$ cat src/source/datapath_pkg.sv
package datapath_pkg;

	localparam int num_regs = 16;
	localparam int c_width = 15;

	// bus source numbers, 0 to 15 are the general registers.
	localparam logic [4:0] src_hi = 5'd16;
	localparam logic [4:0] src_lo = 5'd17;
	localparam logic [4:0] src_zhigh = 5'd18;
	localparam logic [4:0] src_zlow = 5'd19;
	localparam logic [4:0] src_inport = 5'd22; // 20 and 21 held pc and mdr.
	localparam logic [4:0] src_c = 5'd23;
	localparam logic [4:0] src_none = 5'd31;

	typedef logic [31:0] word_t;

	typedef enum logic [4:0] {
		op_ldi = 5'd0,
		op_add = 5'd1,
		op_sub = 5'd2,
		op_and = 5'd3,
		op_or = 5'd4,
		op_mul = 5'd5,
		op_mfhi = 5'd6,
		op_mflo = 5'd7,
		op_in = 5'd8,
		op_out = 5'd9
	} opcode_t;

	typedef enum logic [2:0] {
		alu_add = 3'd0,
		alu_sub = 3'd1,
		alu_and = 3'd2,
		alu_or = 3'd3,
		alu_mul = 3'd4,
		alu_pass = 3'd5
	} alu_op_t;

	typedef enum logic [2:0] {
		s_idle = 3'd0,
		s_t1 = 3'd1,
		s_t2 = 3'd2,
		s_t3 = 3'd3,
		s_t4 = 3'd4
	} state_t;

	typedef struct packed {
		opcode_t opcode;
		logic [3:0] ra; // destination.
		logic [3:0] rb;
		logic [3:0] rc;
		logic [c_width-1:0] c;
	} instr_t;

	typedef struct packed {
		logic [num_regs-1:0] r_out;
		logic hi_out;
		logic lo_out;
		logic zhigh_out;
		logic zlow_out;
		logic inport_out;
		logic c_out;
	} bus_sel_t;

	typedef struct packed {
		logic [num_regs-1:0] r_in;
		logic hi_in;
		logic lo_in;
		logic hilo_from_z; // hi/lo load from z instead of the bus.
	} reg_ctrl_t;

	typedef struct packed {
		logic y_in;
		logic z_in;
		alu_op_t op;
	} alu_ctrl_t;

endpackage

$ cat src/source/bus.sv
`timescale 1ns/100ps
module bus import datapath_pkg::*; (
	input bus_sel_t sel,
	input word_t r [num_regs],
	input word_t hi,
	input word_t lo,
	input word_t zhigh,
	input word_t zlow,
	input word_t inport_q,
	input word_t c_sext,
	output word_t bus_data
);

	logic [4:0] src; // encoded source number.

	// lowest numbered strobe wins.
	always_comb
	begin
		src = src_none;
		if (sel.r_out != '0)
		begin
			for (int i = num_regs - 1; i >= 0; i--)
				if (sel.r_out[i])
					src = 5'(i);
		end
		else if (sel.hi_out)
			src = src_hi;
		else if (sel.lo_out)
			src = src_lo;
		else if (sel.zhigh_out)
			src = src_zhigh;
		else if (sel.zlow_out)
			src = src_zlow;
		else if (sel.inport_out)
			src = src_inport;
		else if (sel.c_out)
			src = src_c;
	end

	always_comb
	begin
		case (src)
			src_hi: bus_data = hi;
			src_lo: bus_data = lo;
			src_zhigh: bus_data = zhigh;
			src_zlow: bus_data = zlow;
			src_inport: bus_data = inport_q;
			src_c: bus_data = c_sext;
			default: bus_data = (src < 5'(num_regs)) ? r[src[3:0]] : '0; // none reads zero.
		endcase
	end

endmodule

$ cat config.mk
export PLATFORM = sky130hd
export DESIGN_NAME = bus
export DESIGN_NICKNAME = d
export VERILOG_FILES = /design/src/source/datapath_pkg.sv /design/src/source/bus.sv
export SDC_FILE = /design/constraint.sdc
export NUM_CORES = 1
export LEC_CHECK = 0
export ABC_AREA = 1
export BUFFER_PORTS_ARGS = -buffer_cell sky130_fd_sc_hd__buf_2
export CORE_AREA = 2 2 293 295
export DETAILED_ROUTE_END_ITERATION = 16
export DIE_AREA = 0 0 295 297
export SETUP_SLACK_MARGIN = 0.3
export SYNTH_ARGS = -nofsm -noshare
export SYNTH_HDL_FRONTEND = slang
export SYNTH_SLANG_ARGS = --single-unit
$ cat constraint.sdc
create_clock -name vclk -period 2.45
set_input_delay 0.245 -clock vclk [all_inputs]
set_output_delay 0.245 -clock vclk [all_outputs]
set_load 0.01 [all_outputs]
=== Yosys cells after proc, flatten, opt, wreduce, memory -nomap -nowiden ===
Cells that the tools add are included.

* Word-level logic and storage cells: 38
* Flip-flop bits (word level): 0
* Output and inout bits: 32
* Input port bits: 726

* $lt $le $gt $ge: 2
* Mux-type cells: 28
* Reduce and logical (&&, ||, !) cells: 1
* Bitwise gates (word level): 1
* Eq/ne operators: 6

{| class="wikitable"
|+ Operators by type and width
! kind !! count
|-
| $pmux 32 s6 || 1
|-
| $bmux 32 s4 || 1
|-
| $mux 32 || 3
|-
| $mux 5 || 17
|-
| $eq 5x5->1 const B || 6
|-
| $mux 4 || 6
|-
| $reduce_bool 16->1 || 1
|-
| $ge 5x5->1 const B || 1
|-
| $lt 5x5->1 const B || 1
|-
| $not 4->5 || 1
|}

=== Logic depth before layout (Yosys ltp) ===
Gate-level depths: netlist of run 1.

* Depth in word-level cells: 23
* Gate-level depth with buffers: 27
* Mapped depth without buffers: 25

=== Least setup slack after synthesis of run 1 ===
No wires, ideal clock.

* Path kind: input to output
* From: input port sel[8] (netlist bit)
* To: output port bus_data[11]
* Buffers on the path: 1
* Stages: 16
* Slack: 0.202 ns
* Arrival time: 2.003 ns
* Required time: 2.205 ns
* Cell sequence: nor2_1 nand3_1 nor2_2 nand3_2 o21ai_1 inv_2 nor2_4 inv_4 nor2_2 inv_2 nor2_4 buf_2 nand2_1 nand4_1 nor2_1 nand2_1

* Cells in the longest elaborated chain, start to end: 10
* Elaborated cells on any way between the ends: 18
* Classes of those cells: order compare: 1; eq/ne: 6; mux: 9; bitwise: 1; reduce/logical: 1

{| class="wikitable"
|+ RTL lines
! what !! line !! source
|-
| from (decl) || bus.sv:3 || <nowiki>input bus_sel_t sel,</nowiki>
|-
| $mux 5 (3 in a row) || bus.sv:23 || <nowiki>if (sel.r_out[i])</nowiki>
|-
| $mux 5 (*) || bus.sv:20 || <nowiki>if (sel.r_out != '0)</nowiki>
|-
| $not 4->5 (not written as such) || bus.sv:49 || <nowiki>default: bus_data = (src < 5'(num_regs)) ? r[src[3:0]] : '0;</nowiki>
|-
| $bmux 32 s4 || bus.sv:49 ||
|-
| $mux 32 (not written as such) (2 in a row) || bus.sv:49 ||
|-
| $mux 32 || bus.sv:49 ||
|-
| $pmux 32 s6 (*) || bus.sv:42 || <nowiki>case (src)</nowiki>
|-
| to (decl) || bus.sv:11 || <nowiki>output word_t bus_data</nowiki>
|}

Mark *: on every way between the ends. The rest lies on a longest branch, timed or not. The select of a mux whose other input is x is not followed.

=== Worst setup path after layout of run 1 ===
* From: input port sel[20] (netlist bit)
* To: output port bus_data[27]

* Cells in the longest elaborated chain, start to end: 22
* Elaborated cells on any way between the ends: 30
* Classes of those cells: order compare: 1; eq/ne: 6; mux: 21; bitwise: 1; reduce/logical: 1

{| class="wikitable"
|+ RTL lines
! what !! line
|-
| $mux 5 (15 in a row) || bus.sv:23
|-
| $mux 5 (*) || bus.sv:20
|-
| $not 4->5 (not written as such) || bus.sv:49
|-
| $bmux 32 s4 || bus.sv:49
|-
| $mux 32 (not written as such) (2 in a row) || bus.sv:49
|-
| $mux 32 || bus.sv:49
|-
| $pmux 32 s6 (*) || bus.sv:42
|}

Marks and branches as above.

==> run_results.csv, run 1 <==
group,metric,value,unit
routing,avgRoutedWirePerCell,21.60,um
worst_setup_path,path_max_fanout,6,
timing,fin_crit_sh,123.5,%
power,pwr-share-seq,0,%
yosys,synth_nets,2517,
placed_design,gp_congestion,0.9288,
grt,grt_pass1_vias,14719,
placed_design,dp_hpwl,72300,um
power,leakage,0.009211,uW
routing,drcViolationCount,0,
placed_design,place_worst_setup_slack,-1240,ps
cts,cts_hold_buffers,0,
routing,wl,83240,um
final_layout,layout_commonest_cell,"buf_2",
grt,antenna_found_initial,55,
yosys,netlist_instances,1791,
final_layout,postLayoutCellArea,16740,um2
status,outcome,"complete, but fails checks",
worst_setup_path,cp_data_arrival_time,2780,ps
hold_path,hold_class,"input port to primary output",
die,dieArea,87620,um2
worst_setup_path,crit_slowest_cell,"nor2_4",
routing,ant_nets,0,
grt,grt_usage,17.79,%
routing,dr.first_iter.drc_count,811,
worst_setup_path,crit_path_frequent_cell,"nand2_1",
timing,finalSetupTns,-16230,ps
worst_setup_path,critPathRequiredTime,2200,ps
power,p_total,2978,uW
die,dieHeight,297,um
final_layout,final_cell_mix,"buf_2 (734), nand2_1 (609), nor2_1 (222)",
placed_design,dpl_cell_area,14360,um2
power,swShare,53.89,%
routing,dr_total_vias,14976,
final_layout,nets,3413,
yosys,syn_area,7686,um2
grt,grt_max_degree,43,
yosys,ys_types,30,
grt,grt_overflow,0,
flow_run,maxCapViolCount,0,
worst_setup_path,end_kind,"primary output",
timing,setup_viol,32,
placed_design,portBuffers,758,
timing,setup_ws,-576.1,ps
worst_setup_path,worstSetupPathType,"input port to primary output",
die,pin_count,758,
power,switching_power,1605,uW
final_layout,area_growth,117.8,%
yosys,ys_seq_area_share,0,%
final_layout,drive_gt1_share,48.57,%
timing,worstMarginPinSlew,641.5,ps
yosys,syn_area_per_cell,4.292,um2
power,irDropWorstVdd,0.07665,mV
die,die_w,295,um
die,initial_core_util,9.098,%
power,power_density,177.9,nW/um2
die,rows,107,
routing,drt_pass1_iterations,5,
timing,rsz0062_at_grt,"true",
routing,avgViaCountPerCell,3.887,
die,core,84480,um2
timing,clock.fmax,330.5,MHz
timing,hold_violations,0,
power,pwr-share-clk,0,%
worst_setup_path,cp_slowest_stage_delay,310,ps
timing,drv_slew,0,
timing,min_period,3026,ps
power,pwr-share-comb,100.0,%
timing,relSlewSlack,57.23,%
worst_setup_path,critPathLaunchType,"input port",
yosys,ys_warn_count,0,
power,p_int,1373,uW
final_layout,seq_cells,0,
final_layout,clockBufferCount,0,
final_layout,register_area,0,um2
status,violations,"setup timing",
grt,grt_pass1_wl,108500,um
==> cells by family after synthesis <==
kind of cell / count (synthesis) / synth area share [%]
simple gates: 1313 / 72.77
compound gates: 134 / 9.100
buf+inv: 344 / 18.13
==> layer usage <==
metal	vias up	global-route usage (%)	part of all wire (%)
met1	6732	22.29	43
met4	24	5.503	3.5
met3	129	2.772	6.0
met2	706	30.97	48
met5	-	0	0.18
li1	7385	-	-
==> worst max-delay path, delay by kind of cell <==
kind | cells | cell delay, ps
buf+inv | 7 | 930
simple gates | 20 | 1600
==> layout make-up <==
class                      count  area (um2)
fill                        9842       67740
inverter                     224       858.3
tap                         1144        1431
antenna                       24       60.06
multi-input combinational   1447        7582
timing repair buffer        1014        6808
==> synth_stat cells (2+ instances only) <==
| cell | n | area [um2] |
|---|---|---|
| a21oi_1 | 9 | 45.04 |
| a22o_1 | 5 | 43.79 |
| buf_1 | 13 | 48.80 |
| buf_2 | 47 | 235.2 |
| buf_4 | 9 | 67.56 |
| clkbuf_1 | 50 | 187.7 |
| inv_1 | 213 | 799.5 |
| inv_2 | 10 | 37.54 |
| nand2_1 | 694 | 2605 |
| nand2_2 | 2 | 12.51 |
| nand3_1 | 128 | 640.6 |
| nand3b_1 | 38 | 285.3 |
| nand4_1 | 60 | 375.4 |
| nor2_1 | 288 | 1081 |
| nor2_2 | 7 | 43.79 |
| nor2_4 | 4 | 45.04 |
| nor3_1 | 73 | 365.4 |
| o21ai_0 | 83 | 415.4 |
| o21ai_1 | 34 | 170.2 |
| or2_1 | 3 | 18.77 |
| or2_2 | 12 | 75.07 |
==> power by group through the flow <==
stage | Combinational (uW) | Clock (uW) | Sequential, uW
floorplan | 935 | 0 | 0
finish | 2980 | 0.00132 | 0
detailed placement | 2500 | 0 | 0
global route | 3260 | 0.000931 | 0
CTS | 2840 | 0 | 0
global placement | 2500 | 0 | 0
==> repair_timing <==
item                       in CTS  in global routing
pin swaps                      37                 67
buffers inserted               26                 16
setup endpoints to repair      32                 32
resized for setup             277                182
gates cloned                    6                  5
==> per-stage QoR <==
step / std cells / utilization [%] / hold slack, ps
4_1_cts: 3808 / 18.66 / 873.1
6_report: 3853 / 19.82 / 869.7
5_1_grt: 3846 / 19.79 / 905.2
3_3_place_gp: 3776 / 17.00 / 865.6
2_1_floorplan: 1791 / - / 688.1
3_5_place_dp: 3776 / 17.00 / 871.5
==> path summary, 6_finish.rpt <==
| check | depth (start not counted) | to | slack (ps) | startpoint |
|---|---|---|---|---|
| max | 27 | bus_data[27] | -580 | sel[20] |
| min | 6 | bus_data[30] | 870 | hi[30] |
(Power assumes the default switching activity.)
==> run 2: changes to the inputs <==
- MAX_ROUTING_LAYER: default -> met4
- SKIP_LAST_GASP: default -> 1
==> run_results.csv, run 2 (synthesized netlist as in run 1, its figures left out) <==
group,metric,value,unit
final_layout,clockBufferCount,0,
placed_design,dp_hpwl,73420,um
grt,grt_overflow,0,
final_layout,fin_util,20.01,%
worst_setup_path,path_max_fanout,8,
timing,fin_crit_sh,123.9,%
die,core,84480,um2
flow_run,maxCapViolCount,0,
routing,drcViolationCount,0,
routing,met1_length,35420,um
worst_setup_path,worstSetupPathType,"input port to primary output",
routing,wl_met3,5905,um
final_layout,area_growth,120.0,%
timing,setup_viol,32,
worst_setup_path,critPathRequiredTime,2200,ps
routing,drt_pass1_iterations,5,
worst_setup_path,end_kind,"primary output",
routing,wl,84930,um
timing,hold_violations,0,
die,initial_core_util,9.098,%
routing,ant_nets,0,
worst_setup_path,cp_slowest_stage_delay,190,ps
timing,relSlewSlack,59.44,%
placed_design,portBuffers,758,
die,rows,107,
timing,rsz0062_at_grt,"true",
power,power_density,176.6,nW/um2
die,die_w,295,um
routing,top_layer,"met4",
final_layout,seq_cells,0,
timing,worstMarginPinSlew,608.4,ps
grt,grt_usage,18.71,%
power,leakage,0.009390,uW
routing,avgRoutedWirePerCell,21.92,um
status,violations,"setup timing",
final_layout,layout_commonest_cell,"buf_2",
die,dieArea,87620,um2
worst_setup_path,crit_path_frequent_cell,"nand2_1",
timing,drv_slew,0,
routing,avgViaCountPerCell,3.883,
routing,dr_total_vias,15046,
worst_setup_path,cp_top_family,"simple AND/OR/NAND/NOR gates",
hold_path,hold_class,"input port to primary output",
worst_setup_path,timing.critical_path.buf_inv,8,
placed_design,gp_congestion,0.9359,
worst_setup_path,crit_slowest_cell,"nand3b_1",
timing,min_period,3035,ps
grt,grt_pass1_wl,110400,um
worst_setup_path,critPathLaunchType,"input port",
final_layout,drive_gt1_share,47.96,%
final_layout,final_cell_mix,"buf_2 (737), nand2_1 (628), nor2_1 (215)",
grt,grt_pass1_vias,14738,
final_layout,nets,3428,
routing,dr.first_iter.drc_count,929,
status,outcome,"complete, but fails checks",
routing,route.met2.wl,41050,um
placed_design,place_worst_setup_slack,-1024,ps
worst_setup_path,cp_data_arrival_time,2790,ps
die,pin_count,758,
timing,setup_ws,-585.0,ps
final_layout,fillers,9799,
die,dieHeight,297,um
timing,clock.fmax,329.5,MHz
grt,grt_max_degree,39,
grt,antenna_found_initial,48,
cts,cts_hold_buffers,0,
power,irDropWorstVdd,0.08617,mV
final_layout,register_area,0,um2
[run 2: changes by cell type in the layout (fill, tap and decap cells not counted), moves of 4 or more]
cell / before / now
buf_16: 6 / 10
buf_4: 156 / 167
buf_6: 63 / 54
bufbuf_16: 1 / 6
diode_2: 24 / 31
nand2_1: 609 / 628
nand2_2: 58 / 49
nand2_4: 26 / 17
nor2_1: 222 / 215
nor2_2: 41 / 49
o21ai_0: 48 / 57
o21ai_2: 18 / 11
[run 2: through the flow]
step | TNS [ps] | hold slack [ps] | instance area, um2 | total power, uW | cells
final | -15590 | 869.9 | 16910 | 2986 | 3875
after detailed placement | -24770 | 865.7 | 14530 | 2532 | 3800
after CTS | -17060 | 864.8 | 16340 | 2963 | 3833
after floorplan | 0 | 688.1 | 7824 | 934.9 | 1791
after global placement | -29370 | 871.4 | 14530 | 2536 | 3800
after global routing | -22810 | 905.0 | 16900 | 3264 | 3871
[run 2: metal layers]
metal | vias up | track usage (%)
met5 | - | -
met4 | 0 | 5.114
met3 | 97 | 3.086
met2 | 705 | 31.94
met1 | 6820 | 22.56
li1 | 7424 | -
[run 2: what timing repair did]
| action | in CTS | in global routing |
|---|---|---|
| buffers inserted | 20 | 6 |
| pin swaps | 90 | 42 |
| endpoints found under the setup margin | 32 | 32 |
| cloned | 13 | 5 |
| endpoints found under the hold margin | 0 | 0 |
| gates resized for setup | 336 | 79 |
[run 2: final timing paths]
path | cells after the start | start | endpoint | slack [ps]
hold / removal | 6 | hi[30] | bus_data[30] | 870
setup / recovery | 28 | sel[20] | bus_data[1] | -580
[run 2: area by class of cell]
type	count	area, um2	area share [%]
repair buffers	1029	7092	41.95
diodes	31	77.57	0.4589
multi-input cells	1447	7442	44.02
inverters	224	863.3	5.107
well taps	1144	1431	8.467
[run 2: power by group]
| part | total (uW) | switching, uW | leakage [uW] | internal [uW] |
|---|---|---|---|---|
| registers | 0 | 0 | 0 | 0 |
| logic | 2990 | 1590 | 0.00939 | 1390 |
| clock network | 0.00189 | 0 | 0.000000196 | 0.00189 |
==> run 3: changes to the inputs <==
==> constraint.sdc (replaced) <==
create_clock -name vclk -period 2.45
set_input_delay 0.245 -clock vclk [all_inputs]
set_output_delay 0.245 -clock vclk [all_outputs]
set_load 0.005 [all_outputs]
==> run_results.csv, run 3 (synthesized netlist as in run 1, its figures left out) <==
group,metric,value,unit
power,irDropWorstVdd,0.06133,mV
worst_setup_path,cp_data_arrival_time,2880,ps
hold_path,hold_class,"input port to primary output",
worst_setup_path,startpoint,"sel[20]",
worst_setup_path,path_max_fanout,7,
die,rows,107,
final_layout,clockBufferCount,0,
placed_design,place_worst_setup_slack,-1118,ps
worst_setup_path,critPathRequiredTime,2200,ps
grt,grt_max_degree,33,
timing,worst_hold_slack,852.7,ps
final_layout,nets,3444,
cts,cts_hold_buffers,0,
final_layout,layout_commonest_cell,"buf_2",
worst_setup_path,crit_slowest_cell,"nand4_1",
die,pin_count,758,
timing,worstMarginPinSlew,528.4,ps
final_layout,seq_cells,0,
timing,relSlewSlack,64.78,%
routing,dr_total_vias,15292,
final_layout,postLayoutCellArea,17070,um2
routing,drcViolationCount,0,
die,core,84480,um2
die,dieHeight,297,um
routing,wl,87000,um
final_layout,drive_gt1_share,48.71,%
worst_setup_path,worstSetupPathType,"input port to primary output",
timing,rsz0062_at_grt,"true",
worst_setup_path,crit_path_end,"bus_data[22]",
worst_setup_path,end_kind,"primary output",
grt,grt_usage,19.31,%
timing,setup_ws,-670.7,ps
timing,setup_viol,32,
timing,drv_slew,0,
placed_design,portBuffers,758,
worst_setup_path,crit_path_frequent_cell,"nand2_1",
final_layout,final_cell_mix,"buf_2 (741), nand2_1 (577), nor2_1 (228)",
final_layout,register_area,0,um2
power,leakage,0.009428,uW
die,initial_core_util,9.098,%
routing,drt_pass1_iterations,5,
routing,ant_nets,0,
placed_design,dpl_cell_area,14510,um2
grt,grt_pass1_vias,15081,
status,outcome,"complete, but fails checks",
die,die_w,295,um
timing,hold_violations,0,
worst_setup_path,critPathLaunchType,"input port",
placed_design,dp_hpwl,74220,um
routing,avgViaCountPerCell,3.926,
final_layout,area_growth,122.1,%
placed_design,gp_congestion,0.9417,
timing,min_period,3121,ps
final_layout,fin_util,20.20,%
routing,dr.first_iter.drc_count,867,
grt,grt_pass1_wl,114600,um
timing,clock.fmax,320.4,MHz
die,dieArea,87620,um2
grt,antenna_found_initial,54,
flow_run,maxCapViolCount,0,
timing,fin_crit_sh,127.4,%
worst_setup_path,cp_slowest_stage_delay,230,ps
grt,grt_overflow,0,
routing,avgRoutedWirePerCell,22.34,um
status,violations,"setup timing",
power,power_density,177.2,nW/um2
==> run 3: changes by cell type in the layout (fill, tap and decap cells not counted), sizes merged <==
cell / previous run / this run
buf: 1018 / 1040
bufbuf: 6 / 3
clkbuf: 5 / 2
diode: 31 / 35
==> run 3: per-layer routing <==
metal,share of wire [%],vias to the layer above,track usage (%)
met5,0,-,-
met4,1.7,0,2.199
met3,6.6,76,2.936
met2,48,688,33.29
met1,43,7054,24.31
li1,-,7474,-
==> run 3: worst min path at each step <==
stage,start,endpoint,slack (ps),cells past startpoint
floorplan,hi[11],bus_data[11],660,4
global placement,c_sext[17],bus_data[17],850,6
detailed placement,hi[23],bus_data[23],860,6
CTS,c_sext[17],bus_data[17],850,6
global route,c_sext[16],bus_data[16],880,6
finish,hi[13],bus_data[13],850,6
==> run 3: cell type report <==
cell class | count | area, um2
inverter | 224 | 860.8
fill | 9813 | 67410
tap | 1144 | 1431
multi-input combinational | 1447 | 7432
timing repair buffer | 1045 | 7256
antenna | 35 | 87.58
==> run 3: power by group <==
| group | switching, uW | total [uW] | internal [uW] |
|---|---|---|---|
| combinational | 1600 | 3020 | 1430 |
| clock | 0 | 0.00192 | 0.00192 |
| sequential | 0 | 0 | 0 |
==> run 3: per-stage QoR <==
step                      power, uW  setup TNS [ps]  std cells
after floorplan               901.7               0       1791
final                          3024          -17670       3895
after CTS                      2955          -20710       3850
after detailed placement       2484          -27890       3790
after global routing           3317          -24600       3892
after global placement         2491          -33250       3790
==> run 3: critical path: cells and delay by family <==
kind	cells	cell delay, ps
buffers and inverters	8	1160
AND/OR/NAND/NOR	20	1430
==> run 3: timing repair <==
item	4_1_cts	5_1_grt
endpoints found under the setup margin	32	32
gates resized for setup	316	144
cloned	14	2
buffers inserted	46	8
pin swaps	87	83
